## config.mk

```make
export PLATFORM = sky130hd
export DESIGN_NAME = fetch_ctrl
export DESIGN_NICKNAME = d
export VERILOG_FILES = /design/src/design/avr_isa_pkg.sv /design/src/design/avr_core_pkg.sv /design/src/design/fetch_ctrl.sv
export SDC_FILE = /design/constraint.sdc
export NUM_CORES = 1
export LEC_CHECK = 0
export BUFFER_PORTS_ARGS = -buffer_cell sky130_fd_sc_hd__buf_2
export CAP_MARGIN = 40
export CORE_MARGIN = 3
export CORE_UTILIZATION = 50
export CTS_CLUSTER_SIZE = 8
export DETAILED_ROUTE_END_ITERATION = 10
export GPL_ROUTABILITY_DRIVEN = 0
export PLACE_DENSITY = 0.95
export SETUP_SLACK_MARGIN = 0.05
export SKIP_LAST_GASP = 1
export SYNTH_ARGS = -nofsm -noshare
export SYNTH_HDL_FRONTEND = slang
export SYNTH_SLANG_ARGS = --single-unit
```

## constraint.sdc

```tcl
create_clock -name ALU_CLK -period 5.4 [get_ports ALU_CLK]
set_input_delay 0 -clock ALU_CLK [delete_from_list [all_inputs] [get_ports ALU_CLK]]
set_output_delay 0 -clock ALU_CLK [all_outputs]
set_load 0.03 [all_outputs]
```

## src/design/avr_isa_pkg.sv

```systemverilog
package avr_isa_pkg;

	// Decoded operation
	typedef enum logic [4:0]
	{
		OP_NOP,
		OP_ADD,
		OP_ADC,
		OP_SUB,
		OP_SBC,
		OP_AND,
		OP_OR,
		OP_EOR,
		OP_MOV,
		OP_INC,
		OP_DEC,
		OP_LDI,
		OP_RJMP,
		OP_BRBX,
		OP_IN,
		OP_OUT
	} op_e;

	// Base encodings with all operand fields zero
	localparam logic [15:0] ENC_ADD  = 16'h0C00;
	localparam logic [15:0] ENC_SBC  = 16'h0800;
	localparam logic [15:0] ENC_ADC  = 16'h1C00;
	localparam logic [15:0] ENC_SUB  = 16'h1800;
	localparam logic [15:0] ENC_AND  = 16'h2000;
	localparam logic [15:0] ENC_EOR  = 16'h2400;
	localparam logic [15:0] ENC_OR   = 16'h2800;
	localparam logic [15:0] ENC_MOV  = 16'h2C00;
	localparam logic [15:0] ENC_INC  = 16'h9403;
	localparam logic [15:0] ENC_DEC  = 16'h940A;
	localparam logic [15:0] ENC_IN   = 16'hB000;
	localparam logic [15:0] ENC_OUT  = 16'hB800;
	localparam logic [15:0] ENC_RJMP = 16'hC000;
	localparam logic [15:0] ENC_LDI  = 16'hE000;
	localparam logic [15:0] ENC_BRBS = 16'hF000;
	localparam logic [15:0] ENC_BRBC = 16'hF400;

	// Opcode bits per instruction class
	localparam logic [15:0] MASK_RR  = 16'hFC00; // Two-register ops, BRBS/BRBC
	localparam logic [15:0] MASK_ONE = 16'hFE0F; // INC, DEC
	localparam logic [15:0] MASK_IO  = 16'hF800;
	localparam logic [15:0] MASK_K   = 16'hF000; // LDI, RJMP

	// Operand field positions
	localparam int RD_LSB     = 4;  // Rd at [8:4], LDI uses [7:4]
	localparam int RR_HI      = 9;  // Rr[4], low nibble at [3:0]
	localparam int K_HI_LSB   = 8;  // K[7:4] at [11:8]
	localparam int IO_HI_LSB  = 9;  // A[5:4] at [10:9]
	localparam int BR_OFF_LSB = 3;
	localparam int BR_OFF_W   = 7;
	localparam int JMP_OFF_W  = 12;
	localparam int BR_CLR_BIT = 10; // Set for BRBC

	localparam int SREG_C = 0;
	localparam int SREG_Z = 1;
	localparam int SREG_N = 2;
	localparam int SREG_V = 3;
	localparam int SREG_S = 4;
	localparam int SREG_H = 5;
	localparam int SREG_T = 6;
	localparam int SREG_I = 7;

	localparam logic [5:0] IO_SREG_ADDR = 6'h3F;

endpackage

```

## src/design/avr_core_pkg.sv

```systemverilog
package avr_core_pkg;

	localparam int DATA_W    = 8;
	localparam int INSTR_W   = 16;
	localparam int REG_AW    = 5;
	localparam int PC_W      = 10;
	localparam int IO_AW     = 6;
	localparam int ROM_DEPTH = 1 << PC_W;

	typedef struct packed
	{
		avr_isa_pkg::op_e    op;
		logic [REG_AW-1:0]   rd;
		logic [REG_AW-1:0]   rr;
		logic [DATA_W-1:0]   imm8;
		logic [11:0]         offset12; // Branch offset arrives sign-extended
		logic [2:0]          bsel;
		logic                bset;
		logic [IO_AW-1:0]    io_addr;
	} dec_t;

	// Register write request
	typedef struct packed
	{
		logic                en;
		logic [REG_AW-1:0]   addr;
		logic [DATA_W-1:0]   data;
	} wb_t;

	typedef struct packed
	{
		logic                wr;
		logic                rd;
		logic [IO_AW-1:0]    addr;
		logic [DATA_W-1:0]   dout;
	} io_bus_t;

	typedef enum logic [1:0]
	{
		PH_FETCH,
		PH_EXEC,
		PH_IO
	} phase_e;

endpackage

```

## src/design/fetch_ctrl.sv

```systemverilog
`timescale 1ns/1ps

module fetch_ctrl
(
	input  logic                                ALU_CLK,
	input  logic                                hclk,
	input  logic                                i_prog_en,
	input  logic                                i_prog_we,
	input  avr_core_pkg::dec_t                  i_dec,
	input  logic [avr_core_pkg::DATA_W-1:0]     i_sreg,
	output logic [avr_core_pkg::PC_W-1:0]       o_pc,
	output avr_core_pkg::phase_e                o_phase,
	output logic                                o_rom_we
);

	logic [avr_core_pkg::PC_W-1:0] pc_inc;
	logic [avr_core_pkg::PC_W-1:0] pc_next;
	logic                          taken;

	assign o_rom_we = i_prog_en & i_prog_we;
	assign pc_inc   = o_pc + avr_core_pkg::PC_W'(1);

	always_comb
	begin
		case (i_dec.op)
			avr_isa_pkg::OP_RJMP: taken = 1'b1;
			avr_isa_pkg::OP_BRBX: taken = (i_sreg[i_dec.bsel] == i_dec.bset);
			default:              taken = 1'b0;
		endcase
		// Offset truncated to the PC width, target wraps
		pc_next = taken ? pc_inc + i_dec.offset12[avr_core_pkg::PC_W-1:0] : pc_inc;
	end

	always_ff @(posedge ALU_CLK or posedge hclk)
	begin
		if (hclk)
		begin
			o_pc    <= '0;
			o_phase <= avr_core_pkg::PH_FETCH;
		end
		else if (i_prog_en)
		begin
			o_pc    <= '0;
			o_phase <= avr_core_pkg::PH_FETCH;
		end
		else
		begin
			case (o_phase)
				avr_core_pkg::PH_FETCH: o_phase <= avr_core_pkg::PH_EXEC;
				avr_core_pkg::PH_EXEC:
				begin
					o_pc <= pc_next;
					// IN needs an extra bus cycle
					o_phase <= (i_dec.op == avr_isa_pkg::OP_IN) ?
						avr_core_pkg::PH_IO : avr_core_pkg::PH_FETCH;
				end
				default: o_phase <= avr_core_pkg::PH_FETCH;
			endcase
		end
	end

endmodule

```

After elaboration in Yosys (flattened, before gate mapping):

Cells that the tools add are included.

* logic and storage cells: 22
* input port bits: 57
* register bits after elaboration: 12
* output and inout port bits: 13

* order comparisons: 1
* multiplexer cells: 9
* reductions and logical operators: 2
* add/sub/neg operators: 2
* bitwise gates (word level): 1
* equal/unequal tests: 5

Operators by type and width (count)
* 10-bit 2-to-1 mux: 3
* 5-bit by 4-bit equality test with 1-bit output, second input constant: 3
* 10-bit by 1-bit adder with 10-bit output, second input constant: 1
* 10-bit adder: 1
* 3-bit by 4-bit < comparator with 1-bit output, second input constant: 1
* 2-bit 2-to-1 mux: 2
* 2-bit one-hot mux with 2 select lines: 1
* 1-bit binary-select mux with 3-bit select: 1
* 2-bit by 1-bit equality test with 1-bit output, second input constant: 1
* 2-bit logical NOT: 1
* 1-bit one-hot mux with 2 select lines: 1
* 2-bit nonzero test: 1
* 1-bit AND: 1
* 1-bit equality test: 1
* 1-bit 2-to-1 mux: 1

Depth between registers and ports, before layout:

Gate-level depths: netlist of the first run.

* depth after elaboration: 7
* mapped depth: 12
* depth with buffers taken out: 12

Worst setup path after synthesis of the first run:

OpenSTA, ideal clock, no wires.

* path kind: register -> register
* start: register o_pc[0] (netlist name)
* end: register o_pc[9] (netlist name)
* arrival: 2.875 ns
* path buffers: 0
* stages on the path, launching flop included: 13
* library setup time: 0.131 ns
* clock period less this slack: 3.006 ns
* data required time: 5.269 ns
* path slack: 2.394 ns
* cell sequence: dfrtp_1 ha_1 and3_1 and3_1 nand3_1 xnor2_1 ha_1 o211ai_1 or4_1 o311ai_0 nor2_1 a41oi_1 nand3_1

* longest elaborated chain between the ends: 5

Ends and longest elaborated chain
* start, declared: RTL line fetch_ctrl.sv:11 `output logic [avr_core_pkg::PC_W-1:0] o_pc,`
* start signal, assigned: RTL line fetch_ctrl.sv:52 `o_pc <= pc_next;`
* 10-bit by 1-bit adder with 10-bit output *: RTL line fetch_ctrl.sv:21 `assign pc_inc = o_pc + avr_core_pkg::PC_W'(1);`
* 10-bit adder: RTL line fetch_ctrl.sv:31 `pc_next = taken ? pc_inc + i_dec.offset12[avr_core_pkg::PC_W-1:0] : pc_inc;`
* 10-bit 2-to-1 mux *: RTL line fetch_ctrl.sv:31
* 10-bit 2-to-1 mux *: RTL line fetch_ctrl.sv:48 `case (o_phase)`
* 10-bit 2-to-1 mux *: RTL line fetch_ctrl.sv:41 `else if (i_prog_en)`

Mark *: on every way between the ends. The rest lies on a longest branch, timed or not. The select of a mux whose other input is x is not followed.
A chain may end at the register's enable or synchronous reset.

Worst setup path after layout of the first run:

* start: register o_pc[0] (netlist name)
* end: register o_pc[7] (netlist name)

The elaborated chain is that of the path after synthesis.

==> results of run 1 <==
what timing repair did:
| item | 4_1_cts | 5_1_grt |
|---|---|---|
| hold endpoints to repair | 13 | 0 |
| hold buffers | 3 | 0 |
| setup buffers | 0 | 0 |
layer usage:
layer | share of wire | wire, µm | track usage
met1 | 0.46 | 1500 | 0.262
met2 | 0.47 | 1540 | 0.363
met3 | 0.058 | 188 | 0.0174
met4 | 0.0052 | 17 | 0.0388
met5 | 0 | 0 | 0
flip-flops by register name, indices dropped and copies added (netlist names):
register  flops
o_pc         10
o_phase       2
tightest hold or removal path, stage by stage:
cell	delay, ps
buf_2	100
a211oi_2	50
nand3_1	70
a31oi_1	80
kinds of logic after synthesis:
logic type	synth area share
fa+ha+maj	0.112
compound gates	0.191
mux	0.109
flops	0.213
simple gates	0.239
buf+inv	0.0496
xor+xnor	0.0869
report_power, final:
group          internal, mW  switching [mW]
combinational        0.0435          0.0579
sequential           0.0948         0.00481
clock                0.0410          0.0300
total                 0.179          0.0928
worst max-delay path by stage:
stage | start | end
6_report | o_pc[0]$_DFFE_PP0P_ | o_pc[7]$_DFFE_PP0P_
5_1_grt | o_pc[0]$_DFFE_PP0P_ | o_pc[9]$_DFFE_PP0P_
4_1_cts | o_pc[0]$_DFFE_PP0P_ | o_pc[7]$_DFFE_PP0P_
3_5_place_dp | o_pc[0]$_DFFE_PP0P_ | o_pc[7]$_DFFE_PP0P_
3_3_place_gp | o_pc[0]$_DFFE_PP0P_ | o_pc[7]$_DFFE_PP0P_
2_1_floorplan | o_pc[0]$_DFFE_PP0P_ | o_pc[9]$_DFFE_PP0P_
area by class of cell:
type / instances / area, µm² / area share
sequential: 12 / 300 / 0.178
multi-input combinational: 132 / 1040 / 0.617
timing repair buffer: 48 / 260 / 0.154
tap: 30 / 37.5 / 0.0223
inverter: 3 / 11.3 / 0.00668
clock buffer: 4 / 36.3 / 0.0215
cell usage after synthesis (2+ instances only):
cell type | n | area, µm²
nor2_1 | 13 | 48.8
nand2b_1 | 3 | 18.8
o211ai_1 | 2 | 15.0
nor3_2 | 4 | 40.0
ha_1 | 11 | 138
nand2_1 | 8 | 30.0
and3_1 | 6 | 37.5
xnor2_1 | 6 | 52.6
nand3b_1 | 4 | 30.0
nand3_1 | 6 | 30.0
buf_2 | 2 | 10.0
and2_1 | 4 | 25.0
mux4_1 | 2 | 52.6
a21oi_1 | 8 | 40.0
inv_1 | 3 | 11.3
clkbuf_1 | 2 | 7.51
nor3_1 | 6 | 30.0
xor2_1 | 8 | 70.1
a21o_1 | 4 | 30.0
nor2b_1 | 3 | 18.8
buf_6 | 3 | 33.8
o21ai_0 | 2 | 10.0
a211oi_1 | 2 | 15.0
a2111oi_2 | 4 | 60.1
mux2i_1 | 9 | 90.1
dfrtp_1 | 12 | 300
==> key figures, run 1 <==
Die
  • Ports: 70
  • Core Footprint: 2590 µm²
  • Die height: 59.1 µm
  • Rows: 18
  • Chip Width: 59.1 µm
  • Initial Util: 0.545
  • DIE AREA: 3500 µm²

Hold path
  • Min-Delay Endpoint: o_pc[0]$_DFFE_PP0P_
  • Hold path cells: 4
  • Hold Path Origin: i_dec[41]
  • Hold Crit Class: in -> reg

Timing
  • Final Skew: 3.42 ps
  • Final Cycle Share: 0.592
  • Fin Setup TNS: 0 ps
  • Worst-Margin Slew: 685 ps
  • Fmax: 313 MHz
  • Relative slew slack: 0.531
  • RSZ-0062 raised after global routing: no
  • Final setup fails: 0
  • Hold Worst Slack: 84.8 ps
  • Final worst slack: 2200 ps
  • Final Hold Vio Count: 0
  • Fin crit period: 3200 ps
  • Final Max Tran Viols: 0

Finish
  • Fillcell total: 203
  • Fin util: 0.651
  • Layout cell share with drive strength beyond 1: 0.302
  • Final instance area: 1690 µm²
  • Nets@finish: 269
  • Final Non-Filler Cells: 229
  • Area added between synthesis and finish: 19.5%
  • Antenna cells: 0
  • Most common cell after layout, fill and taps aside: buf_2
  • Commonest cells after routing, fill and taps aside: 43 x buf_2, 13 x nor2_1, 12 x dfrtp_1

Job
  • Max-Cap Viols: 0

Placed design
  • Placement Cell Area: 1620 µm²
  • Post-Place Setup Slack: 2270 ps
  • HPWL after DPL: 2630 µm
  • Dpl cells: 222
  • PortBufs: 43

Clock tree
  • Root buf cell: clkbuf_4
  • CTS Buf Count: 3
  • CTS tree: built
  • Clock-pin slew on the worst setup and hold paths: 80 ps
  • Post-CTS Resized: 0
  • CTS Buffer Depth: 2
  • CTS Sinks: 12
  • Clock latency on the worst-skew pair: 270 ps
  • H-tree levels: 1

Synthesis
  • Flops & latches, synth: 12
  • Synth Area per Inst: 9.11 µm²
  • Ys Warns: 0
  • Synth Flop Type: dfrtp_1
  • Mapped cell area: 1410 µm²
  • Post-synth ARST share: 1.00
  • Sequential area share after synthesis: 0.213
  • Synthesized instance count: 155
  • Post-synth EDFFs: 0
  • Yosys cell types: 44
  • Syn_nets: 224

Route
  • Routed Antenna Nets: 0
  • Via Count: 1336
  • Drt first pass iters: 4
  • Vias/cell: 5.83
  • Iter 0 DRT Violations: 58
  • Drt drc: 0
  • Routed WL: 3240 µm
  • WL per Instance: 14.2 µm

Power
  • P per Cell Area: 161 nW/µm²
  • P_leak: 0.861 nW
  • Peak supply drop: 0.183 mV
  • Overall Power: 0.272 mW

Critical path
  • Worst path slowest cell: a2111oi_0
  • Crit-path max FO: 5
  • Critical path's largest stage delay: 640 ps
  • Worst EP arrival: 3370 ps
  • RR Startpoint: o_pc[0]$_DFFE_PP0P_
  • Crit path max-delay family: compound AO/OA/AOI/OAI gates
  • Worst path buffer plus inverter count: 0
  • Reg2reg path depth: 10
  • Critical path cell sequence: ha_1 -> and3_1 -> xor2_1 -> ha_1 -> and3_1 -> a2111oi_0 -> o21ai_0 -> xor2_1 -> mux2i_1 -> o32ai_1
  • Critical setup path kind: reg -> reg
  • CP startpoint kind: flop
  • Worst path required time: 5570 ps
  • Crit. End Element: flop
  • RR Endpoint: o_pc[7]$_DFFE_PP0P_
  • Levels on crit path: 10
  • FF-to-FF setup slack: 2200 ps

Global route
  • Antenna violations before repair: 0
  • All-Layer GR Usage: 0.201
  • First-pass GRT wire length: 5570 µm
  • Total global routing overflow: 0
  • Vias in the first global route: 1309
  • Largest net degree at the start of global routing: 18

Outcome
  • Outcome: finished, final reports clean
No activity file was read; power rests on OpenSTA's default activity.
==> inputs of run 2 (changes only) <==
Settings changed: ABC_AREA set to 1, CORE_UTILIZATION 50 to 47, PLACE_DENSITY 0.95 to 0.9.
Clock period 5.4 ns to 3.3 ns, I/O delays scaled along.
==> run 2 against run 1 <==
Against the previous run:
- sequential share of layout area shrank 0.66 points
- synthesized cell count is 46% higher
- hold slack improved by 66 ps
- critical path depth increased by 10
- clock skew up 1.6 ps
- first-iteration DRC count grew 24%
- global-route usage fell by 2.0 points
- non-clock buffer count shrank 1
- setup slack got worse by 1700 ps
- total power increased by 55%
- fmax up 13%
- via count grew 14%
- highest routed layer unchanged
==> key figures, run 2 <==
Finish
  • Nets@finish: 345 (was 269)
  • Top reg by flops: o_pc (unchanged)
  • Final Non-Filler Cells: 306 (was 229)
  • Layout cell share with drive strength beyond 1: 0.225 (was 0.302)
  • Commonest cells after routing, fill and taps aside: 63 x nand2_1, 46 x inv_1, 43 x buf_2 (was 43 x buf_2, 13 x nor2_1, 12 x dfrtp_1)
  • Final instance area: 1750 µm² (was 1690 µm²)
  • Biggest regs: o_pc x10, o_phase x2 (unchanged)
  • Max reg flops: 10 (unchanged)
  • Most common cell after layout, fill and taps aside: nand2_1 (was buf_2)
  • Area added between synthesis and finish: 20.6% (was 19.5%)
  • Antenna cells: 0 (unchanged)

Timing
  • Final Cycle Share: 0.857 (was 0.592)
  • Final Skew: 4.99 ps (was 3.42 ps)
  • Final setup fails: 0 (unchanged)
  • Final Max Tran Viols: 0 (unchanged)
  • Relative slew slack: 0.514 (was 0.531)
  • Fmax: 354 MHz (was 313 MHz)
  • Final worst slack: 472 ps (was 2200 ps)
  • Fin crit period: 2830 ps (was 3200 ps)
  • Worst-Margin Slew: 727 ps (was 685 ps)
  • Fin Setup TNS: 0 ps (unchanged)
  • Final Hold Vio Count: 0 (unchanged)
  • RSZ-0062 raised after global routing: no (unchanged)

Synthesis
  • Yosys cell types: 27 (was 44)
  • Most common cell in the netlist: nand2_1 (was nor2_1)
  • Ys Warns: 0 (unchanged)
  • Syn_nets: 295 (was 224)
  • Post-synth top area cell: dfrtp_1 (unchanged)
  • Share of the synthesized area in the top cell type: 0.207 (was 0.213)
  • Mapped cell area: 1450 µm² (was 1410 µm²)
  • Synth Flop Type: dfrtp_1 (unchanged)
  • Post-synth EDFFs: 0 (unchanged)
  • Flops & latches, synth: 12 (unchanged)
  • Synthesized instance count: 226 (was 155)
  • Synth Area per Inst: 6.43 µm² (was 9.11 µm²)
  • Synth top cells by count: 63 x nand2_1, 46 x inv_1, 27 x nand3_1 (was 13 x nor2_1, 12 x dfrtp_1, 11 x ha_1)
  • Sequential area share after synthesis: 0.207 (was 0.213)
  • Area contributors post-synth: dfrtp_1 21%, nand2_1 16%, inv_1 12% (was dfrtp_1 21%, ha_1 9.8%, mux2i_1 6.4%)
  • Post-synth ARST share: 1.00 (unchanged)

Die
  • DIE AREA: 3790 µm² (was 3500 µm²)
  • Chip Width: 61.6 µm (was 59.1 µm)
  • Rows: 19 (was 18)
  • Initial Util: 0.509 (was 0.545)
  • Ports: 70 (unchanged)
  • Core Footprint: 2850 µm² (was 2590 µm²)
  • Die height: 61.6 µm (was 59.1 µm)

Clock tree
  • Post-CTS Resized: 0 (unchanged)
  • CTS Sinks: 12 (unchanged)
  • CTS Buffer Depth: 2 (unchanged)
  • CTS tree: built (unchanged)
  • Clock latency on the worst-skew pair: 270 ps (about the same)
  • Clock-pin slew on the worst setup and hold paths: 70 ps (was 80 ps)
  • Root buf cell: clkbuf_4 (unchanged)
  • CTS Buf Count: 3 (unchanged)
  • H-tree levels: 1 (unchanged)

Route
  • Iter 0 DRT Violations: 72 (was 58)
  • Drt first pass iters: 4 (unchanged)
  • Routed Antenna Nets: 0 (unchanged)
  • Vias/cell: 4.97 (was 5.83)
  • Via Count: 1520 (was 1336)
  • Routed WL: 3250 µm (was 3240 µm)
  • WL per Instance: 10.6 µm (was 14.2 µm)
  • Drt drc: 0 (unchanged)

Critical path
  • Worst path slowest cell: dfrtp_1 (was a2111oi_0)
  • Cell mode on critical path: nand2_1
  • Worst path buffer plus inverter count: 3 (was 0)
  • Crit path max-delay family: simple AND/OR/NAND/NOR gates (was compound AO/OA/AOI/OAI gates)
  • Worst path required time: 3510 ps (was 5570 ps)
  • Crit. End Element: flop (unchanged)
  • CP startpoint kind: flop (unchanged)
  • Worst EP arrival: 3040 ps (was 3370 ps)
  • RR Startpoint: o_pc[0]$_DFFE_PP0P_ (unchanged)
  • Critical Path Start: o_pc[0]$_DFFE_PP0P_ (unchanged)
  • FF-to-FF setup slack: 470 ps (was 2200 ps)
  • Critical path's largest stage delay: 470 ps (was 640 ps)
  • Critical path cell sequence: ha_1 -> nand2_1 -> nor2_1 -> nand4_1 -> nor2_1 -> nand2_1 -> nand2_1 -> inv_1 -> ha_1 -> nand2_1 -> inv_1 -> a21oi_1 -> nand3_1 -> nand2_1 -> nand2_1 -> inv_1 -> nand3_1 -> nand2_1 -> nand3_2 -> nand2_1 (was ha_1 -> and3_1 -> xor2_1 -> ha_1 -> and3_1 -> a2111oi_0 -> o21ai_0 -> xor2_1 -> mux2i_1 -> o32ai_1)
  • Levels on crit path: 20 (was 10)
  • RR Endpoint: o_pc[9]$_DFFE_PP0P_ (was o_pc[7]$_DFFE_PP0P_)
  • CP Capture Point: o_pc[9]$_DFFE_PP0P_ (was o_pc[7]$_DFFE_PP0P_)
  • Crit-path max FO: 7 (was 5)
  • Reg2reg path depth: 20 (was 10)
  • Critical setup path kind: reg -> reg (unchanged)

Placed design
  • HPWL after DPL: 2670 µm (was 2630 µm)
  • Post-Place Setup Slack: 609 ps (was 2270 ps)
  • Placement Cell Area: 1680 µm² (was 1620 µm²)
  • Dpl cells: 298 (was 222)
  • PortBufs: 43 (unchanged)

Hold path
  • Hold Crit Class: in -> reg (unchanged)

Job
  • Max-Cap Viols: 0 (unchanged)

Global route
  • Total global routing overflow: 0 (unchanged)
  • First-pass GRT wire length: 5310 µm (was 5570 µm)
  • Vias in the first global route: 1295 (was 1309)
  • Antenna violations before repair: 0 (unchanged)
  • All-Layer GR Usage: 0.181 (was 0.201)
  • Largest net degree at the start of global routing: 14 (was 18)

Power
  • P per Cell Area: 240 nW/µm² (was 161 nW/µm²)
  • Peak supply drop: 0.205 mV (was 0.183 mV)
  • P_leak: 1.09 nW (was 0.861 nW)

Outcome
  • Outcome: finished, final reports clean (unchanged)
## run 2: cells by family (layout without fill, tap and decap cells)
family                     Yosys count  in the layout  share of synthesized area
adders and majority gates           12             12                      0.109
AOI/OAI and AO/OA                   18             18                     0.0706
and+or+nand+nor                    124            124                      0.405
xor gates and xnor gates            11             11                     0.0663
DFF                                 12             12                      0.207
buffers and inverters               49             98                      0.143
## run 2: area by class of cell
class,count,area (µm²)
Clock buffer,4,36.3
Tap cell,31,38.8
Inverter,47,176
Multi-Input combinational cell,165,945
Timing Repair Buffer,47,255
Sequential cell,12,300
Fill cell,259,1100
## run 2: tightest hold or removal path, cell delays in order
cell and delay (ps):
buf_2 110, nor3_1 60, nand3_1 80, nand2_1 60, nand3_2 50, nand2_1 40
## run 2: repair_timing
action	in CTS	in global routing
hold endpoints to repair	14	0
buffers inserted	0	0
hold buffers	4	0
## run 2: how the worst min path moves through the flow
stage                                to  slack, ps  cells past startpoint  startpoint
finish              o_pc[9]$_DFFE_PP0P_        150                      6   i_dec[41]
global route        o_pc[9]$_DFFE_PP0P_        210                      6   i_dec[41]
CTS                 o_pc[9]$_DFFE_PP0P_        150                      6   i_dec[41]
detailed placement  o_pc[8]$_DFFE_PP0P_         20                      2        hclk
global placement    o_pc[6]$_DFFE_PP0P_         20                      2        hclk
floorplan           o_pc[0]$_DFFE_PP0P_       -140                      1        hclk
## run 2: metal layers
metal  vias up  track usage  share of wire
met1       659        0.240           0.46
met3         4       0.0377          0.060
met4         0       0.0152         0.0037
met5         -            0              0
li1        813            -              -
met2        44        0.314           0.48
## run 2: power by group
group          internal (mW)  switching, mW
logic                 0.0580         0.0877
registers              0.152        0.00598
clock network         0.0671         0.0504
total                  0.277          0.144
## run 2: per-stage QoR
stage / hold WS (ps) / utilization / power [mW]
after floorplan: -135 / - / 0.260
after global placement: 24.9 / 0.587 / 0.300
after detailed placement: 22.9 / 0.587 / 0.303
after CTS: 153 / 0.614 / 0.422
after global routing: 211 / 0.614 / 0.445
final: 151 / 0.614 / 0.421
==> inputs of run 3 (changes only) <==
Settings changed: ABC_AREA 1 to unset, CORE_UTILIZATION 47 to 46, PLACE_DENSITY 0.9 to 0.89.
==> run 3 against run 2 <==
Against the previous run:
- first-iteration DRC count increased by 21%
- register-to-register slack got worse by 180 ps
- flip-flop and latch count is the same
- count of clock-buffer cells in the layout unchanged
- clock power down 3%
- largest cell class unchanged
==> key figures, run 3 (synthesis gave the netlist of run 1 again) <==
Die
  • Core Footprint: 2830 µm² (was 2850 µm²)
  • Ports: 70 (unchanged)
  • Rows: 19 (unchanged)
  • Initial Util: 0.499 (was 0.509)
  • Chip Width: 61.4 µm (was 61.6 µm)
  • Die height: 61.4 µm (was 61.6 µm)
  • DIE AREA: 3770 µm² (was 3790 µm²)

Power
  • Peak supply drop: 0.253 mV (was 0.205 mV)
  • P per Cell Area: 262 nW/µm² (was 240 nW/µm²)
  • P_leak: 0.859 nW (was 1.09 nW)
  • Overall Power: 0.446 mW (was 0.421 mW)

Timing
  • Relative slew slack: 0.643 (was 0.514)
  • Final Max Tran Viols: 0 (unchanged)
  • Final setup fails: 0 (unchanged)
  • Final worst slack: 296 ps (was 472 ps)
  • Final Skew: 3.33 ps (was 4.99 ps)
  • Final Cycle Share: 0.910 (was 0.857)
  • Final Hold Vio Count: 0 (unchanged)
  • RSZ-0062 raised after global routing: no (unchanged)
  • Worst-Margin Slew: 535 ps (was 727 ps)
  • Fin Setup TNS: 0 ps (unchanged)
  • Fin crit period: 3000 ps (was 2830 ps)
  • Fmax: 333 MHz (was 354 MHz)

Finish
  • Commonest cells after routing, fill and taps aside: 43 x buf_2, 13 x nor2_1, 11 x ha_1, 11 x dfrtp_1, 9 x mux2i_1 (was 63 x nand2_1, 46 x inv_1, 43 x buf_2)
  • Most common cell after layout, fill and taps aside: buf_2 (was nand2_1)
  • Layout cell share with drive strength beyond 1: 0.332 (was 0.225)
  • Area added between synthesis and finish: 20.6% (about the same)
  • Max reg flops: 10 (unchanged)
  • Biggest regs: o_pc x10, o_phase x2 (unchanged)
  • Top reg by flops: o_pc (unchanged)
  • Antenna cells: 0 (unchanged)
  • Fillcell total: 256 (was 259)
  • Nets@finish: 269 (was 345)

Clock tree
  • Clock-pin slew on the worst setup and hold paths: 70 ps (about the same)
  • H-tree levels: 1 (unchanged)
  • CTS tree: built (unchanged)
  • Clock latency on the worst-skew pair: 270 ps (about the same)
  • CTS Buffer Depth: 2 (unchanged)
  • CTS Sinks: 12 (unchanged)
  • Root buf cell: clkbuf_4 (unchanged)
  • CTS Buf Count: 3 (unchanged)

Critical path
  • CP startpoint kind: flop (unchanged)
  • Worst EP arrival: 3150 ps (was 3040 ps)
  • RR Endpoint: o_pc[9]$_DFFE_PP0P_ (unchanged)
  • RR Startpoint: o_pc[0]$_DFFE_PP0P_ (unchanged)
  • FF-to-FF setup slack: 300 ps (was 470 ps)
  • Critical setup path kind: reg -> reg (unchanged)
  • Critical Path Start: o_pc[0]$_DFFE_PP0P_ (unchanged)
  • Worst path required time: 3450 ps (was 3510 ps)
  • Crit-path max FO: 5 (was 7)
  • Reg2reg path depth: 12 (was 20)
  • Crit. End Element: flop (unchanged)

Route
  • Drt drc: 0 (unchanged)
  • Iter 0 DRT Violations: 87 (was 72)
  • Drt first pass iters: 4 (unchanged)
  • Via Count: 1379 (was 1520)
  • Routed WL: 3330 µm (was 3250 µm)
  • Routed Antenna Nets: 0 (unchanged)
  • Vias/cell: 6.00 (was 4.97)
  • WL per Instance: 14.5 µm (was 10.6 µm)

Placed design
  • Post-Place Setup Slack: 113 ps (was 609 ps)
  • HPWL after DPL: 2690 µm (was 2670 µm)
  • PortBufs: 43 (unchanged)

Hold path
  • Hold Path Origin: i_dec[41] (unchanged)
  • Hold Crit Class: in -> reg (unchanged)
  • Min-Delay Endpoint: o_phase[1]$_DFF_PP0_ (was o_pc[9]$_DFFE_PP0P_)
  • Hold path cells: 3 (was 6)

Job
  • Max-Cap Viols: 0 (unchanged)

Global route
  • Total global routing overflow: 0 (unchanged)
  • All-Layer GR Usage: 0.200 (was 0.181)
  • Vias in the first global route: 1313 (was 1295)
  • Antenna violations before repair: 0 (unchanged)
  • First-pass GRT wire length: 5800 µm (was 5310 µm)
  • Largest net degree at the start of global routing: 18 (was 14)

Outcome
  • Outcome: finished, final reports clean (unchanged)
[run 3: cell types whose count changed in the layout (fill, tap and decap cells not counted), sizes merged, moves of 4 or more]
cell,change
nor3,+5
and3,+6
nand3,-27
xnor2,+4
mux2i,+9
a2111oi,+5
inv,-44
o21ai,-8
nand2,-57
and2,+4
[run 3: final cells by class]
class | instances | area (µm²) | area share
clock buffer | 4 | 36.3 | 0.0213
inverter | 3 | 11.3 | 0.00662
multi-input combinational | 132 | 1060 | 0.621
sequential | 12 | 302 | 0.177
tap | 31 | 38.8 | 0.0228
timing repair buffer | 48 | 258 | 0.151
[run 3: where the power goes]
part / switching (mW) / internal, mW / leakage [nW]
clock network: 0.0473 / 0.0670 / 0.0210
registers: 0.00785 / 0.155 / 0.161
logic: 0.0957 / 0.0732 / 0.677
total: 0.151 / 0.296 / 0.859
[run 3: metrics by stage]
stage                     instances  instance area (µm²)   util  hold slack (ps)
after global placement          223                 1620  0.573             10.4
after CTS                       230                 1690  0.596             17.0
after global routing            230                 1700  0.602             36.6
after floorplan                 155                 1410      -             -135
final                           230                 1700  0.602             15.8
after detailed placement        224                 1630  0.576             16.3
[run 3: layer usage]
metal  part of all wire  routed length (µm)  track usage  up-vias
li1                   -                   -            -      675
met1               0.44                1470        0.279      641
met2               0.48                1610        0.337       58
met3              0.066                 219       0.0147        5
met4              0.011                  38       0.0515        0
met5                  0                   0            0        -
[run 3: worst max-delay path, stage by stage, from the launching register on]
cell and delay [ps]:
dfrtp_2 430, ha_1 220, and3_2 250, and3_2 260, nand3_1 100, xnor2_1 110
ha_1 380, o211ai_1 170, or4_1 460, o311ai_2 130, nor2_1 80, a41oi_1 190
nand3_1 100
[run 3: how the worst max path moves through the flow]
stage / end / slack [ps] / cells after the start
6_report: o_pc[9]$_DFFE_PP0P_ / 300 / 12
5_1_grt: o_pc[9]$_DFFE_PP0P_ / 50 / 12
4_1_cts: o_pc[9]$_DFFE_PP0P_ / 110 / 12
3_5_place_dp: o_pc[9]$_DFFE_PP0P_ / 110 / 12
3_3_place_gp: o_pc[9]$_DFFE_PP0P_ / 240 / 11
2_1_floorplan: o_pc[9]$_DFFE_PP0P_ / 290 / 12
[run 3: repair_timing]
| action | 4_1_cts | 5_1_grt |
|---|---|---|
| hold buffers | 2 | 0 |
| setup buffers | 0 | 0 |
| setup endpoints to repair | 0 | 1 |
| endpoints found under the hold margin | 13 | 0 |
| resized for setup | 0 | 6 |
