## config.mk

```make
export PLATFORM = sky130hd
export DESIGN_NAME = alu_sreg
export DESIGN_NICKNAME = d
export VERILOG_FILES = /design/src/design/avr_isa_pkg.sv /design/src/design/avr_core_pkg.sv /design/src/design/alu_sreg.sv
export SDC_FILE = /design/constraint.sdc
export NUM_CORES = 1
export LEC_CHECK = 0
export BUFFER_PORTS_ARGS = -buffer_cell sky130_fd_sc_hd__buf_2
export CAP_MARGIN = 20
export CORE_ASPECT_RATIO = 0.75
export CORE_MARGIN = 10
export CORE_UTILIZATION = 47
export CTS_CLUSTER_SIZE = 40
export DETAILED_ROUTE_END_ITERATION = 16
export GPL_TIMING_DRIVEN = 0
export PLACE_DENSITY_LB_ADDON = 0.08
export SYNTH_ARGS = -nofsm -noshare
export SYNTH_HDL_FRONTEND = slang
export SYNTH_SLANG_ARGS = --single-unit
```

## constraint.sdc

```tcl
create_clock -name ALU_CLK -period 3 [get_ports ALU_CLK]
set_input_delay 0.3 -clock ALU_CLK [delete_from_list [all_inputs] [get_ports ALU_CLK]]
set_output_delay 0.3 -clock ALU_CLK [all_outputs]
set_load 0.05 [all_outputs]
```

## src/design/avr_isa_pkg.sv

```systemverilog
package avr_isa_pkg;

	// Decoded operation
	typedef enum logic [4:0]
	{
		OP_NOP,
		OP_ADD,
		OP_ADC,
		OP_SUB,
		OP_SBC,
		OP_AND,
		OP_OR,
		OP_EOR,
		OP_MOV,
		OP_INC,
		OP_DEC,
		OP_LDI,
		OP_RJMP,
		OP_BRBX,
		OP_IN,
		OP_OUT
	} op_e;

	// Base encodings with all operand fields zero
	localparam logic [15:0] ENC_ADD  = 16'h0C00;
	localparam logic [15:0] ENC_SBC  = 16'h0800;
	localparam logic [15:0] ENC_ADC  = 16'h1C00;
	localparam logic [15:0] ENC_SUB  = 16'h1800;
	localparam logic [15:0] ENC_AND  = 16'h2000;
	localparam logic [15:0] ENC_EOR  = 16'h2400;
	localparam logic [15:0] ENC_OR   = 16'h2800;
	localparam logic [15:0] ENC_MOV  = 16'h2C00;
	localparam logic [15:0] ENC_INC  = 16'h9403;
	localparam logic [15:0] ENC_DEC  = 16'h940A;
	localparam logic [15:0] ENC_IN   = 16'hB000;
	localparam logic [15:0] ENC_OUT  = 16'hB800;
	localparam logic [15:0] ENC_RJMP = 16'hC000;
	localparam logic [15:0] ENC_LDI  = 16'hE000;
	localparam logic [15:0] ENC_BRBS = 16'hF000;
	localparam logic [15:0] ENC_BRBC = 16'hF400;

	// Opcode bits per instruction class
	localparam logic [15:0] MASK_RR  = 16'hFC00; // Two-register ops, BRBS/BRBC
	localparam logic [15:0] MASK_ONE = 16'hFE0F; // INC, DEC
	localparam logic [15:0] MASK_IO  = 16'hF800;
	localparam logic [15:0] MASK_K   = 16'hF000; // LDI, RJMP

	// Operand field positions
	localparam int RD_LSB     = 4;  // Rd at [8:4], LDI uses [7:4]
	localparam int RR_HI      = 9;  // Rr[4], low nibble at [3:0]
	localparam int K_HI_LSB   = 8;  // K[7:4] at [11:8]
	localparam int IO_HI_LSB  = 9;  // A[5:4] at [10:9]
	localparam int BR_OFF_LSB = 3;
	localparam int BR_OFF_W   = 7;
	localparam int JMP_OFF_W  = 12;
	localparam int BR_CLR_BIT = 10; // Set for BRBC

	localparam int SREG_C = 0;
	localparam int SREG_Z = 1;
	localparam int SREG_N = 2;
	localparam int SREG_V = 3;
	localparam int SREG_S = 4;
	localparam int SREG_H = 5;
	localparam int SREG_T = 6;
	localparam int SREG_I = 7;

	localparam logic [5:0] IO_SREG_ADDR = 6'h3F;

endpackage

```

## src/design/avr_core_pkg.sv

```systemverilog
package avr_core_pkg;

	localparam int DATA_W    = 8;
	localparam int INSTR_W   = 16;
	localparam int REG_AW    = 5;
	localparam int PC_W      = 10;
	localparam int IO_AW     = 6;
	localparam int ROM_DEPTH = 1 << PC_W;

	typedef struct packed
	{
		avr_isa_pkg::op_e    op;
		logic [REG_AW-1:0]   rd;
		logic [REG_AW-1:0]   rr;
		logic [DATA_W-1:0]   imm8;
		logic [11:0]         offset12; // Branch offset arrives sign-extended
		logic [2:0]          bsel;
		logic                bset;
		logic [IO_AW-1:0]    io_addr;
	} dec_t;

	// Register write request
	typedef struct packed
	{
		logic                en;
		logic [REG_AW-1:0]   addr;
		logic [DATA_W-1:0]   data;
	} wb_t;

	typedef struct packed
	{
		logic                wr;
		logic                rd;
		logic [IO_AW-1:0]    addr;
		logic [DATA_W-1:0]   dout;
	} io_bus_t;

	typedef enum logic [1:0]
	{
		PH_FETCH,
		PH_EXEC,
		PH_IO
	} phase_e;

endpackage

```

## src/design/alu_sreg.sv

```systemverilog
`timescale 1ns/1ps

module alu_sreg
(
	input  logic                                ALU_CLK,
	input  logic                                hclk,
	input  avr_core_pkg::phase_e                i_phase,
	input  avr_core_pkg::dec_t                  i_dec,
	input  logic [avr_core_pkg::DATA_W-1:0]     i_rd_val,
	input  logic [avr_core_pkg::DATA_W-1:0]     i_rr_val,
	output avr_core_pkg::wb_t                   o_wb,
	output logic [avr_core_pkg::DATA_W-1:0]     o_sreg
);

	localparam int W = avr_core_pkg::DATA_W;

	logic         exec;
	logic         cin;
	logic [W:0]   add_w, sub_w;
	logic [4:0]   add_h, sub_h;
	logic [W-1:0] res;
	logic [W-1:0] flags_next;
	logic         upd, wr;
	logic         c_new, h_new, v_new, z_new;

	assign exec = (i_phase == avr_core_pkg::PH_EXEC);
	assign cin  = ((i_dec.op == avr_isa_pkg::OP_ADC) || (i_dec.op == avr_isa_pkg::OP_SBC))
		&& o_sreg[avr_isa_pkg::SREG_C];

	assign add_w = {1'b0, i_rd_val} + {1'b0, i_rr_val} + {{W{1'b0}}, cin};
	assign sub_w = {1'b0, i_rd_val} - {1'b0, i_rr_val} - {{W{1'b0}}, cin}; // Bit W is borrow
	assign add_h = {1'b0, i_rd_val[3:0]} + {1'b0, i_rr_val[3:0]} + {4'b0, cin};
	assign sub_h = {1'b0, i_rd_val[3:0]} - {1'b0, i_rr_val[3:0]} - {4'b0, cin};

	always_comb
	begin
		res   = '0;
		upd   = 1'b0;
		wr    = 1'b0;
		c_new = o_sreg[avr_isa_pkg::SREG_C];
		h_new = o_sreg[avr_isa_pkg::SREG_H];
		v_new = 1'b0;
		case (i_dec.op)
			avr_isa_pkg::OP_ADD, avr_isa_pkg::OP_ADC:
			begin
				res   = add_w[W-1:0];
				c_new = add_w[W];
				h_new = add_h[4];
				v_new = (i_rd_val[W-1] == i_rr_val[W-1]) && (res[W-1] != i_rd_val[W-1]);
				upd   = 1'b1;
				wr    = 1'b1;
			end
			avr_isa_pkg::OP_SUB, avr_isa_pkg::OP_SBC:
			begin
				res   = sub_w[W-1:0];
				c_new = sub_w[W];
				h_new = sub_h[4];
				v_new = (i_rd_val[W-1] != i_rr_val[W-1]) && (res[W-1] != i_rd_val[W-1]);
				upd   = 1'b1;
				wr    = 1'b1;
			end
			avr_isa_pkg::OP_AND, avr_isa_pkg::OP_OR, avr_isa_pkg::OP_EOR:
			begin
				if (i_dec.op == avr_isa_pkg::OP_AND)
					res = i_rd_val & i_rr_val;
				else if (i_dec.op == avr_isa_pkg::OP_OR)
					res = i_rd_val | i_rr_val;
				else
					res = i_rd_val ^ i_rr_val;
				upd = 1'b1;
				wr  = 1'b1;
			end
			avr_isa_pkg::OP_INC:
			begin
				res   = i_rd_val + W'(1);
				v_new = (res == 8'h80);
				upd   = 1'b1;
				wr    = 1'b1;
			end
			avr_isa_pkg::OP_DEC:
			begin
				res   = i_rd_val - W'(1);
				v_new = (res == 8'h7F);
				upd   = 1'b1;
				wr    = 1'b1;
			end
			avr_isa_pkg::OP_MOV:
			begin
				res = i_rr_val;
				wr  = 1'b1;
			end
			avr_isa_pkg::OP_LDI:
			begin
				res = i_dec.imm8;
				wr  = 1'b1;
			end
			default: res = '0;
		endcase

		// SBC only keeps Z when it was already set
		z_new = (res == '0) &&
			((i_dec.op != avr_isa_pkg::OP_SBC) || o_sreg[avr_isa_pkg::SREG_Z]);

		flags_next[avr_isa_pkg::SREG_I] = o_sreg[avr_isa_pkg::SREG_I];
		flags_next[avr_isa_pkg::SREG_T] = o_sreg[avr_isa_pkg::SREG_T];
		flags_next[avr_isa_pkg::SREG_H] = h_new;
		flags_next[avr_isa_pkg::SREG_S] = res[W-1] ^ v_new;
		flags_next[avr_isa_pkg::SREG_V] = v_new;
		flags_next[avr_isa_pkg::SREG_N] = res[W-1];
		flags_next[avr_isa_pkg::SREG_Z] = z_new;
		flags_next[avr_isa_pkg::SREG_C] = c_new;
	end

	always_ff @(posedge ALU_CLK or posedge hclk)
	begin
		if (hclk)
			o_sreg <= '0;
		else if (exec)
		begin
			if (i_dec.op == avr_isa_pkg::OP_OUT && i_dec.io_addr == avr_isa_pkg::IO_SREG_ADDR)
				o_sreg <= i_rd_val;
			else if (upd)
				o_sreg <= flags_next;
		end
	end

	assign o_wb.en   = exec & wr;
	assign o_wb.addr = i_dec.rd;
	assign o_wb.data = res;

endmodule

```

After elaboration in Yosys (flattened, before gate mapping)
Index checks and enable logic that the tools add are counted.
{"block": "classes", "div": 0, "order_cmp": 0, "n_reduce_logical": 18, "n_shift": 0, "mux": 10, "add_sub_neg": 10, "n_eq_ne": 21, "bitwise_logic": 5, "multipliers": 0}
{"cell": "8-bit one-hot mux with 7 select lines", "n": 1}
{"cell": "5-bit by 4-bit == test with 1-bit output (second input constant)", "n": 5}
{"cell": "8-bit two-way mux", "n": 3}
{"cell": "5-bit by 3-bit == test with 1-bit output (second input constant)", "n": 4}
{"cell": "11-bit OR reduction", "n": 1}
{"cell": "5-bit by 2-bit == test with 1-bit output (second input constant)", "n": 2}
{"cell": "8-bit by 8-bit adder with 9-bit output", "n": 1}
{"cell": "9-bit by 1-bit adder with 9-bit output", "n": 1}
{"cell": "9-bit OR reduction", "n": 1}
{"cell": "8-bit by 8-bit subtractor with 9-bit output", "n": 1}
{"cell": "9-bit by 1-bit subtractor with 9-bit output", "n": 1}
{"cell": "8-bit by 1-bit adder with 8-bit output (second input constant)", "n": 1}
{"cell": "8-bit AND", "n": 1}
{"cell": "8-bit by 7-bit == test with 1-bit output (second input constant)", "n": 1}
{"cell": "8-bit == test (second input constant)", "n": 1}
{"cell": "8-bit logical NOT", "n": 1}
{"cell": "8-bit bitwise OR", "n": 1}
{"cell": "8-bit by 1-bit subtractor with 8-bit output (second input constant)", "n": 1}
{"cell": "8-bit bitwise XOR", "n": 1}
{"cell": "6-bit == test (second input constant)", "n": 1}
{"cell": "6-bit two-way mux", "n": 1}
{"cell": "4-bit by 4-bit adder with 5-bit output", "n": 1}
{"cell": "5-bit by 1-bit adder with 5-bit output", "n": 1}
{"cell": "5-bit by 1-bit == test with 1-bit output (second input constant)", "n": 1}
{"cell": "19 further kinds", "n": 30}
{"block": "totals", "ff_bits": 8, "word_cells": 67, "out_inout_bits": 22, "memories": 0, "ram_bits": 0, "mem_bits_ro": 0, "latchBits": 0}

Depth between registers and ports, before layout
Gate-level depths: netlist of the first run.
{"block": "depth", "depth_word": 10, "depth_mapped": 16, "ltp_nobuf": 15}

Worst setup path after synthesis of the first run
OpenSTA, ideal clock, no wires.
{"block": "synth_path", "kind": "register to register", "start": "reg o_sreg[0] (netlist bit)", "end": "reg o_sreg[1] (netlist bit)", "t_arrival_ns": 4.266, "path_stages_with_launch": 11, "t_required_ns": 2.903, "setup_slack_ns": -1.363, "setup_time_ns": 0.097, "cell_sequence": "dfrtp_1 nand4_1 fa_1 ha_1 nor2_1 fa_1 o221a_2 o311ai_0 or3_1 or4_1 o31ai_2"}
{"item": "start, declared", "line": "alu_sreg.sv:12", "text": "output logic [avr_core_pkg::DATA_W-1:0] o_sreg"}
{"item": "start signal, assigned", "line": "alu_sreg.sv:121", "text": "o_sreg <= i_rd_val;"}
{"item": "start signal, assigned", "line": "alu_sreg.sv:123", "text": "o_sreg <= flags_next;"}

==> metrics, run 1 <==
outcome finished, violations left; violations in the final reports negative hold slack, negative setup slack; deepest level of the CTS H-tree 1; register ranked first by flip-flop count o_sreg; Cell Count Post-Placement 484; post-layout minimum cycle time 3620 ps; largest fanout on the critical path 2; Final setup violation count 12; sink count of the clock tree 8; initial DRC count 320; global routing usage summed across all routing layers 19.9%; Relative slew margins 39.4%; routability congestion estimate from global placement 0.899; combined area of all synthesized cells 2620 µm²; ratio of final minimum period to clock period 121%; Arrival @ worst endpoint 3320 ps; leading post-synthesis cells by cell area sky130_fd_sc_hd__ha_1, sky130_fd_sc_hd__dfrtp_1, sky130_fd_sc_hd__xnor2_1; type of element launching the critical path primary input; total number of vias 3,027; Static Leak 1.61 nW; Worst-path clk slew 40 ps; data required time of the critical path 2700 ps; number of core rows 23; initial cell density of the core 48.7%; CP Class primary input to primary output; die height 84.6 µm; Synth Instances 348; filler instances 480; hold buffers post-CTS 0; leading post-synthesis cells by instance count sky130_fd_sc_hd__ha_1, sky130_fd_sc_hd__inv_1, sky130_fd_sc_hd__nor2_1, sky130_fd_sc_hd__a21oi_1, sky130_fd_sc_hd__xnor2_1; peak supply drop 0.213 mV; number of search-and-repair iterations in the first detailed-routing pass 5; logic depth of the worst register-to-register path 13; final count of pins violating max slew 0; peak clock frequency supported by timing 276 MHz; dpl hpwl 7280 µm; register-to-register setup slack -600 ps; final cell utilization of the core 64.3%; worst r2r src o_sreg[0]; global-route wire length before repair 15,000 µm; PD cells 283 nW/µm²; area fraction of the dominant cell type after synthesis 16.7%; Top Registers o_sreg: 8 flops; number of nets in the synthesized netlist 451; Worst setup EP type primary output; number of ports placed on the die boundary 87; total CTS buffers 3; GRT Residual Overflow 0; RSZ-0062 raised after global routing yes; area used by sequential logic in the layout 201 µm²; die area 8990 µm²; actual transition at the worst max-transition pin 901 ps; final routed DRC violation total 0; Worst-Skew Late Latency 240 ps; final worst hold slack -1.34 ps; biggest area consumer among synthesized cells sky130_fd_sc_hd__ha_1; Layout Cell Area excl Fill 3460 µm²; fraction of layout cells with a size suffix above 1 34.7%; Post-synth EDFFs 0; most common cell in the netlist sky130_fd_sc_hd__ha_1; max-cap check violation count 0; final layout net count 536; vias per std cell 5.97; average wire per cell in the routed design 18.4 µm; number of warnings issued by yosys 0; most used flip-flop cell after synthesis sky130_fd_sc_hd__dfrtp_1; part of the Yosys area used for sequential elements 7.64%; post-detailed-route count of antenna-violating nets 0; Clock Tree Root sky130_fd_sc_hd__clkbuf_8; initial antenna violation count 0; minimum setup slack in the final design -621 ps; post-place setup slack -1150 ps; Final Hold Violating Endpoints 4; via count of the first global-routing pass 2,951; footprint of the multi-input gates 2330 µm²; post-synthesis to final-layout area growth 32.2%; drt total wl 9330 µm; Core Region 5380 µm²; number of storage elements in the synthesis netlist 8; clock tree from TritonCTS built; buffer levels on the longest clock path 2; Setup Skew 5.15 ps; reg2reg end o_sreg[1]; PortBufs 60; Largest register FFs 8; share of flip-flops with an asynchronous set or reset after synthesis 100%; Antenna Diode Count 0; floorplan die width 106 µm; instance area after placement 3100 µm²; maximum number of pins on one net before global-route repair 14; mean cell area of the mapped netlist 7.53 µm²; count of unique library cells instantiated by Yosys 72; final non-filler cell total 507; Hold/Removal Path Class primary input to asynchronous set/reset pin
## cell type report
| cell class | instances | area share [%] |
|---|---|---|
| buffer | 22 | 4.16 |
| timing repair buffer | 81 | 15.2 |
| multi-input combinational | 285 | 67.3 |
| tap | 75 | 2.71 |
| clock buffer | 4 | 1.30 |
| sequential | 8 | 5.82 |
| inverter | 32 | 3.47 |
## critical path: stages
cell,delay [ps]
sky130_fd_sc_hd__buf_8,100
sky130_fd_sc_hd__buf_6,110
sky130_fd_sc_hd__xor2_1,130
sky130_fd_sc_hd__nand4_1,210
sky130_fd_sc_hd__fa_1,610
sky130_fd_sc_hd__inv_2,50
sky130_fd_sc_hd__ha_4,160
sky130_fd_sc_hd__nor2_4,80
sky130_fd_sc_hd__fa_2,230
sky130_fd_sc_hd__nand2b_4,80
sky130_fd_sc_hd__a2111o_1,420
sky130_fd_sc_hd__nand2_2,110
sky130_fd_sc_hd__xor2_2,180
sky130_fd_sc_hd__o21ai_2,70
sky130_fd_sc_hd__a211oi_2,260
sky130_fd_sc_hd__inv_2,70
sky130_fd_sc_hd__buf_8,150
## logic make-up (layout without fill, tap and decap cells)
| family | after synthesis | in the layout | share of synthesized area [%] |
|---|---|---|---|
| DFF | 8 | 8 | 7.64 |
| adders and majority gates | 38 | 38 | 19.0 |
| AOI/OAI and AO/OA | 100 | 100 | 28.3 |
| muxes | 4 | 4 | 1.72 |
| xor gates and xnor gates | 28 | 28 | 9.36 |
| and+or+nand+nor | 115 | 115 | 24.3 |
| buffers and inverters | 55 | 139 | 9.65 |
## how the worst max path moves through the flow
stage,startpoint,endpoint,slack (ps),depth (start not counted)
3_5_place_dp,i_dec[41],o_sreg[1],-1150,16
3_3_place_gp,i_dec[42],o_sreg[1],-1130,16
5_1_grt,i_dec[42],o_sreg[1],-750,16
4_1_cts,i_dec[42],o_wb[6],-580,17
6_report,i_dec[42],o_wb[6],-620,17
2_1_floorplan,i_dec[41],o_sreg[1],-880,14
## cells in the final DEF, fill, tap and decap left out, drive strengths merged, types with 3 or more instances in the layout
master / n
a211o: 5
a21boi: 3
a21oi: 25
a221oi: 3
a222oi: 3
a22o: 4
a311oi: 3
and3: 4
buf: 95
clkbuf: 12
dfrtp: 8
fa: 3
ha: 35
inv: 32
mux2: 4
nand2: 20
nand2b: 6
nand3: 10
nand4: 3
nor2: 29
nor2b: 4
nor3: 13
nor4: 4
o211a: 3
o211ai: 6
o21ai: 16
or2: 3
or3: 6
or4: 3
xnor2: 21
xor2: 7
## report_power, final
| group | switching [mW] | internal (mW) | leakage (nW) |
|---|---|---|---|
| Sequential | 0.0109 | 0.125 | 0.106 |
| Clock | 0.0473 | 0.0925 | 0.0228 |
| Combinational | 0.424 | 0.280 | 1.48 |
## per-stage QoR
stage | hold WS [ps] | setup TNS, ps | total power [mW]
finish | -1.34 | -4770 | 0.980
global route | 16.3 | -6400 | 1.05
CTS | 8.50 | -4190 | 0.953
detailed placement | 257 | -8440 | 0.743
global placement | 248 | -8080 | 0.736
floorplan | 116 | -1930 | 0.583
## timing repair
item | 4_1_cts | 5_1_grt
gates resized for setup | 32 | 16
buffers inserted | 17 | 5
setup endpoints to repair | 14 | 13
pin swaps | 19 | 14
## layer usage
metal  up-vias  track usage [%]  wire [µm]
met5         -                0          0
met4         0             4.42        130
met3        16             3.97        901
met2       171             31.1       4050
met1      1402             27.4       4250
li1       1438                -          -
Note: power is estimated with default switching activity, not from simulation.
==> run 2, diff against run 1 <==
- ABC_AREA: not set -> 1
- CORE_UTILIZATION: 47 -> 48
- TNS_END_PERCENT: not set -> 30
==> metrics, run 2 <==
outcome finished, violations left; violations in the final reports negative setup slack; Worst-path clk slew 40 ps (about the same); Arrival @ worst endpoint 2780 ps (-540 ps); series of cell instances along the critical path buf_8 > inv_4 > nand2_2 > inv_2 > nand3_2 > nand2_4 > nand2_4 > fa_2 > ha_4 > nor2_4 > fa_2 > inv_2 > nand4_1 > nand3_1 > nand2_1 > nand3_1 > nand4_1 > buf_6; largest fanout on the critical path 3 (+1); logic depth of the worst register-to-register path 16 (+3); register-to-register setup slack 80 ps (+680 ps); max incr delay on CP 570 ps (-40 ps); area fraction of the dominant cell type after synthesis 19.8% (+3.1 points); final routed DRC violation total 0 (unchanged); initial cell density of the core 50.4% (+1.7 points); average wire per cell in the routed design 15.6 µm (-15%); reg2reg end o_sreg[1]; minimum setup slack in the final design -83.2 ps (+538 ps); global routing usage summed across all routing layers 21.3% (+1.4 points); buffer levels on the longest clock path 2 (unchanged); number of ports placed on the die boundary 87 (unchanged); count of unique library cells instantiated by Yosys 30 (-58%); peak clock frequency supported by timing 324 MHz (+17%); combined area of all synthesized cells 2730 µm² (+4.1%); cell at the slowest stage of the critical path sky130_fd_sc_hd__fa_2; post-synthesis to final-layout area growth 32.5%; dpl hpwl 7990 µm (+9.8%); final layout net count 691 (+29%); die area 9130 µm² (+1.5%); post-detailed-route count of antenna-violating nets 0 (unchanged); initial DRC count 333 (+4.1%); Final setup violation count 4 (-8); crit path capture o_wb[6]; Largest register FFs 8 (unchanged); GRT Residual Overflow 0 (unchanged); beginning of the critical path i_dec[40]; Antenna Diode Count 0 (unchanged); routability congestion estimate from global placement 0.947 (+5.3%); Final Hold Violating Endpoints 0 (-4); number of nets in the synthesized netlist 605 (+34%); type of element launching the critical path primary input; most common cell in the netlist sky130_fd_sc_hd__nand2_1; RSZ-0062 raised after global routing yes; vias per std cell 5.40 (-9.6%); drt total wl 10,300 µm (+10%); register ranked first by flip-flop count o_sreg; Hold/Removal Path Class primary input to asynchronous set/reset pin; global-route wire length before repair 16,200 µm (+8.2%); leading post-synthesis cells by cell area sky130_fd_sc_hd__nand2_1, sky130_fd_sc_hd__ha_1, sky130_fd_sc_hd__nand3_1; peak supply drop 0.141 mV (-34%); Core Region 5410 µm² (+0.53%); Worst setup EP type primary output; Clock Tree Root sky130_fd_sc_hd__clkbuf_8; clock tree from TritonCTS built; Worst-Skew Late Latency 230 ps (about the same); PortBufs 60 (unchanged); Relative slew margins 30.8% (-8.6 points); commonest cells after routing, fill and taps aside sky130_fd_sc_hd__nand2_1, sky130_fd_sc_hd__inv_1, sky130_fd_sc_hd__nand3_1; PD cells 282 nW/µm² (-0.23%); die height 85.3 µm (+0.74%); number of core rows 23 (unchanged); maximum number of pins on one net before global-route repair 12 (-2); post-layout minimum cycle time 3080 ps (-538 ps); Synth Instances 502 (+44%); final-layout setup total negative slack -178 ps (+4590 ps); commonest non-fill, non-tap cell in the layout sky130_fd_sc_hd__nand2_1; hold buffers post-CTS 0 (unchanged); data required time of the critical path 2700 ps (about the same); total CTS buffers 3 (unchanged); via count of the first global-routing pass 3,245 (+10%); CP Class primary input to primary output; worst r2r src o_sreg[0]; ratio of final minimum period to clock period 103% (-18 points); Post-synth EDFFs 0 (unchanged); number of warnings issued by yosys 0 (unchanged); max-cap check violation count 0 (unchanged); sink count of the clock tree 8 (unchanged); Static Leak 2.08 nW (+29%); total number of vias 3,572 (+18%); number of search-and-repair iterations in the first detailed-routing pass 7 (+2); final count of pins violating max slew 0 (unchanged); share of flip-flops with an asynchronous set or reset after synthesis 100% (unchanged); actual transition at the worst max-transition pin 1030 ps (+128 ps); Top Registers o_sreg: 8 flops; number of storage elements in the synthesis netlist 8 (unchanged); post-place setup slack -586 ps (+568 ps); deepest level of the CTS H-tree 1 (unchanged); Setup Skew 1.80 ps (-3.36 ps); initial antenna violation count 0 (unchanged); fraction of layout cells with a size suffix above 1 25.9% (-8.8 points); part of the Yosys area used for sequential elements 7.34% (-0.30 points); most used flip-flop cell after synthesis sky130_fd_sc_hd__dfrtp_1; mean cell area of the mapped netlist 5.43 µm² (-28%); floorplan die width 107 µm (+0.79%); biggest area consumer among synthesized cells sky130_fd_sc_hd__nand2_1; leading post-synthesis cells by instance count sky130_fd_sc_hd__nand2_1, sky130_fd_sc_hd__inv_1, sky130_fd_sc_hd__nand3_1, sky130_fd_sc_hd__nor2_1, sky130_fd_sc_hd__ha_1
## run 2: changes by cell type in the layout (fill, tap and decap cells not counted), moves of 6 or more
cell / change
sky130_fd_sc_hd__a21oi_1: -7
sky130_fd_sc_hd__or3_1: -6
sky130_fd_sc_hd__o211ai_1: -6
sky130_fd_sc_hd__nand2_1: +118
sky130_fd_sc_hd__xnor2_1: -20
sky130_fd_sc_hd__nand3_1: +51
sky130_fd_sc_hd__nor2_2: +7
sky130_fd_sc_hd__nor2_1: +31
sky130_fd_sc_hd__nor3_1: -13
sky130_fd_sc_hd__clkbuf_1: -8
sky130_fd_sc_hd__nand2_2: +8
sky130_fd_sc_hd__nand4_1: +10
sky130_fd_sc_hd__inv_1: +42
## run 2: cells by family after synthesis
logic type	Yosys count	synth area share, %
simple gates	306	48.6
xor+xnor	9	2.89
buf+inv	93	13.6
fa+ha+maj	38	18.3
compound gates	48	9.27
flops	8	7.34
## run 2: through the flow
step                instance area, µm²  hold slack, ps  power, mW  std cells  util [%]
finish                            3610            9.79       1.02        662      66.8
global route                      3610            32.4       1.10        662      66.8
CTS                               3430            16.4      0.957        655      63.3
detailed placement                3130             264      0.763        637      57.9
global placement                  3130             258      0.754        637      57.9
floorplan                         2740             116      0.589        502         -
## run 2: worst max-delay path, delay by kind of cell
family	cells	cell delay, ps
adder cells (fa/ha/maj)	3	1090
buffers and inverters	5	500
AND/OR/NAND/NOR	10	890
## run 2: area by class of cell
class / count / area, µm²
timing repair buffer: 81 / 541
fill: 527 / 1800
tap: 75 / 93.8
sequential: 8 / 201
buffer: 8 / 52.6
multi-input combinational: 401 / 2350
inverter: 85 / 332
clock buffer: 4 / 45.0
## run 2: metal layers
layer	global-route usage, %	vias up	wire (µm)
li1	-	1769	-
met1	29.3	1589	4630
met2	33.2	201	4500
met3	4.46	13	1100
met4	4.17	0	74
met5	0	-	0
## run 2: worst min-delay path by stage
stage	from	endpoint	slack (ps)	cells past startpoint
2_1_floorplan	hclk	o_sreg[1]	120	1
3_3_place_gp	hclk	o_sreg[5]	260	2
3_5_place_dp	hclk	o_sreg[5]	260	2
4_1_cts	hclk	o_sreg[5]	20	2
5_1_grt	hclk	o_sreg[1]	30	2
6_report	hclk	o_sreg[5]	10	2
## run 2: power breakdown
group	total (mW)	switching, mW	leakage [nW]	internal, mW
logic	0.735	0.482	1.95	0.252
registers	0.148	0.0162	0.100	0.132
clock network	0.138	0.0454	0.0228	0.0923
## run 2: timing repair
| item | in CTS | in global routing |
|---|---|---|
| setup endpoints to repair | 13 | 10 |
| pin swaps | 13 | 19 |
| gates resized for setup | 44 | 38 |
| setup buffers | 14 | 7 |
| gates cloned | 0 | 0 |
| endpoints found under the hold margin | 0 | 0 |
==> run 3, diff against run 2 <==
--- a/config.mk
+++ b/config.mk
@@ -11,9 +11,10 @@
 export CORE_ASPECT_RATIO = 0.75
 export CORE_MARGIN = 10
-export CORE_UTILIZATION = 48
+export CORE_UTILIZATION = 49
+export CTS_BUF_LIST = sky130_fd_sc_hd__clkbuf_8
 export CTS_CLUSTER_SIZE = 40
 export DETAILED_ROUTE_END_ITERATION = 16
 export GPL_TIMING_DRIVEN = 0
-export PLACE_DENSITY_LB_ADDON = 0.08
+export PLACE_DENSITY = 0.76
 export SYNTH_ARGS = -nofsm -noshare
 export SYNTH_HDL_FRONTEND = slang
==> constraint.sdc (replaced) <==
create_clock -name ALU_CLK -period 3 [get_ports ALU_CLK]
set_input_delay 0.6 -clock ALU_CLK [delete_from_list [all_inputs] [get_ports ALU_CLK]]
set_output_delay 0.6 -clock ALU_CLK [all_outputs]
set_load 0.05 [all_outputs]
==> metrics, run 3 (same netlist as run 2, synthesis figures left out) <==
outcome finished, violations left; violations in the final reports negative setup slack; filler instances 521 (-1.1%); max-cap check violation count 0 (unchanged); average wire per cell in the routed design 15.4 µm (-1.0%); sink count of the clock tree 8 (unchanged); dpl hpwl 8000 µm (+0.13%); Cell Count Post-Placement 637 (unchanged); Worst setup EP type primary output; number of core rows 23 (unchanged); Arrival @ worst endpoint 3100 ps (+320 ps); fraction of layout cells with a size suffix above 1 25.5% (-0.38 points); post-synthesis to final-layout area growth 33.1%; GRT Residual Overflow 0 (unchanged); Largest register FFs 8 (unchanged); minimum setup slack in the final design -700 ps (-617 ps); CP Class primary input to primary output; final layout net count 689 (-0.29%); routability congestion estimate from global placement 1.00 (+5.8%); initial antenna violation count 0 (unchanged); initial cell density of the core 50.9% (+0.54 points); vias per std cell 5.34 (-1.1%); ratio of final minimum period to clock period 123% (+21 points); actual transition at the worst max-transition pin 875 ps (-153 ps); number of ports placed on the die boundary 87 (unchanged); post-place setup slack -1100 ps (-515 ps); floorplan die width 106 µm (-0.84%); peak supply drop 0.140 mV (-0.21%); clock tree from TritonCTS built; RSZ-0062 raised after global routing yes; final non-filler cell total 659 (-0.45%); total power consumption of the routed design 1.01 mW (-0.92%); die area 8980 µm² (-1.6%); hold buffers post-CTS 0 (unchanged); buffer levels on the longest clock path 2 (unchanged); total number of vias 3,518 (-1.5%); global routing usage summed across all routing layers 21.5% (+0.20 points); commonest non-fill, non-tap cell in the layout sky130_fd_sc_hd__nand2_1; number of search-and-repair iterations in the first detailed-routing pass 5 (-2); deepest level of the CTS H-tree 1 (unchanged); register ranked first by flip-flop count o_sreg; final routed DRC violation total 0 (unchanged); via count of the first global-routing pass 3,265 (+0.62%); Setup Skew 0.846 ps (-0.950 ps); Clock Tree Root sky130_fd_sc_hd__clkbuf_8; data required time of the critical path 2400 ps (-300 ps); Worst-path clk slew 40 ps (about the same); die height 84.6 µm (-0.79%); Final Hold Violating Endpoints 0 (unchanged); post-layout minimum cycle time 3700 ps (+617 ps); PortBufs 60 (unchanged); Relative slew margins 41.1% (+10 points); Worst-Skew Late Latency 230 ps (about the same); Static Leak 2.07 nW (about the same); commonest cells after routing, fill and taps aside sky130_fd_sc_hd__nand2_1, sky130_fd_sc_hd__inv_1, sky130_fd_sc_hd__nand3_1; global-route wire length before repair 16,300 µm (+0.46%); maximum number of pins on one net before global-route repair 12 (unchanged); final-layout setup total negative slack -5420 ps (-5240 ps); largest fanout on the critical path 4 (+1); peak clock frequency supported by timing 270 MHz (-17%); total CTS buffers 3 (unchanged); Top Registers o_sreg: 8 flops; initial DRC count 345 (+3.6%); final count of pins violating max slew 0 (unchanged); Core Region 5350 µm² (-1.1%); drt total wl 10,200 µm (-1.5%); post-detailed-route count of antenna-violating nets 0 (unchanged); type of element launching the critical path primary input; Hold/Removal Path Class primary input to asynchronous set/reset pin; Antenna Diode Count 0 (unchanged); Final setup violation count 12 (+8); PD cells 278 nW/µm² (-1.4%)
==> run 3: per-layer routing <==
| layer | GRT usage [%] | wire length (µm) | vias up |
|---|---|---|---|
| met5 | 0 | 0 | - |
| met4 | 3.93 | 157 | 0 |
| met3 | 3.21 | 789 | 20 |
| met2 | 35.1 | 4550 | 177 |
| met1 | 29.3 | 4660 | 1555 |
| li1 | - | - | 1766 |
==> run 3: layout make-up <==
cell class / count / area, µm² / area share [%]
clock buffers: 3 / 41.3 / 1.14
well taps: 75 / 93.8 / 2.59
flip-flops and latches: 8 / 200 / 5.52
plain buffers: 8 / 52.6 / 1.45
inverters: 85 / 344 / 9.48
repair buffers: 79 / 551 / 15.2
multi-input cells: 401 / 2350 / 64.7
==> run 3: what timing repair did <==
| item | in CTS | in global routing |
|---|---|---|
| resized for setup | 49 | 24 |
| endpoints found under the hold margin | 0 | 0 |
| buffers inserted | 16 | 7 |
| pin swaps | 15 | 18 |
| endpoints found under the setup margin | 14 | 12 |
==> run 3: final timing paths <==
kind                           start   endpoint  slack (ps)  cells past startpoint
min in group ALU_CLK       o_sreg[7]  o_sreg[7]         480                      2
min                             hclk  o_sreg[5]         330                      2
max reg2reg                o_sreg[0]  o_sreg[1]         -50                     16
max                        i_dec[40]    o_wb[4]        -700                     20
min reg2reg                o_sreg[7]  o_sreg[7]         480                      2
max in group asynchronous       hclk  o_sreg[2]        2400                      2
==> run 3: metrics by stage <==
stage | hold slack [ps] | utilization [%] | area (µm²)
after CTS | 335 | 65.6 | 3510
after global routing | 357 | 67.8 | 3630
after floorplan | 416 | - | 2790
after detailed placement | 468 | 59.6 | 3190
after global placement | 468 | 59.6 | 3190
final | 332 | 67.8 | 3630
==> run 3: worst max-delay path: stages <==
cell	delay (ps)
sky130_fd_sc_hd__buf_12	110
sky130_fd_sc_hd__clkinv_8	40
sky130_fd_sc_hd__nand2_4	40
sky130_fd_sc_hd__inv_4	60
sky130_fd_sc_hd__nand3_4	70
sky130_fd_sc_hd__nand2_4	90
sky130_fd_sc_hd__nand2_4	60
sky130_fd_sc_hd__fa_2	620
sky130_fd_sc_hd__ha_4	150
sky130_fd_sc_hd__nor2_4	40
sky130_fd_sc_hd__fa_2	390
sky130_fd_sc_hd__inv_2	80
sky130_fd_sc_hd__o21ai_2	70
sky130_fd_sc_hd__nand2_2	90
sky130_fd_sc_hd__nand2_2	50
sky130_fd_sc_hd__nand3_2	90
sky130_fd_sc_hd__nand3_2	90
sky130_fd_sc_hd__nor2_4	150
sky130_fd_sc_hd__inv_4	50
sky130_fd_sc_hd__buf_8	140
==> run 3: power breakdown <==
part	total, mW	internal [mW]	switching, mW
Sequential	0.149	0.131	0.0176
Combinational	0.726	0.249	0.477
Clock	0.136	0.0875	0.0482
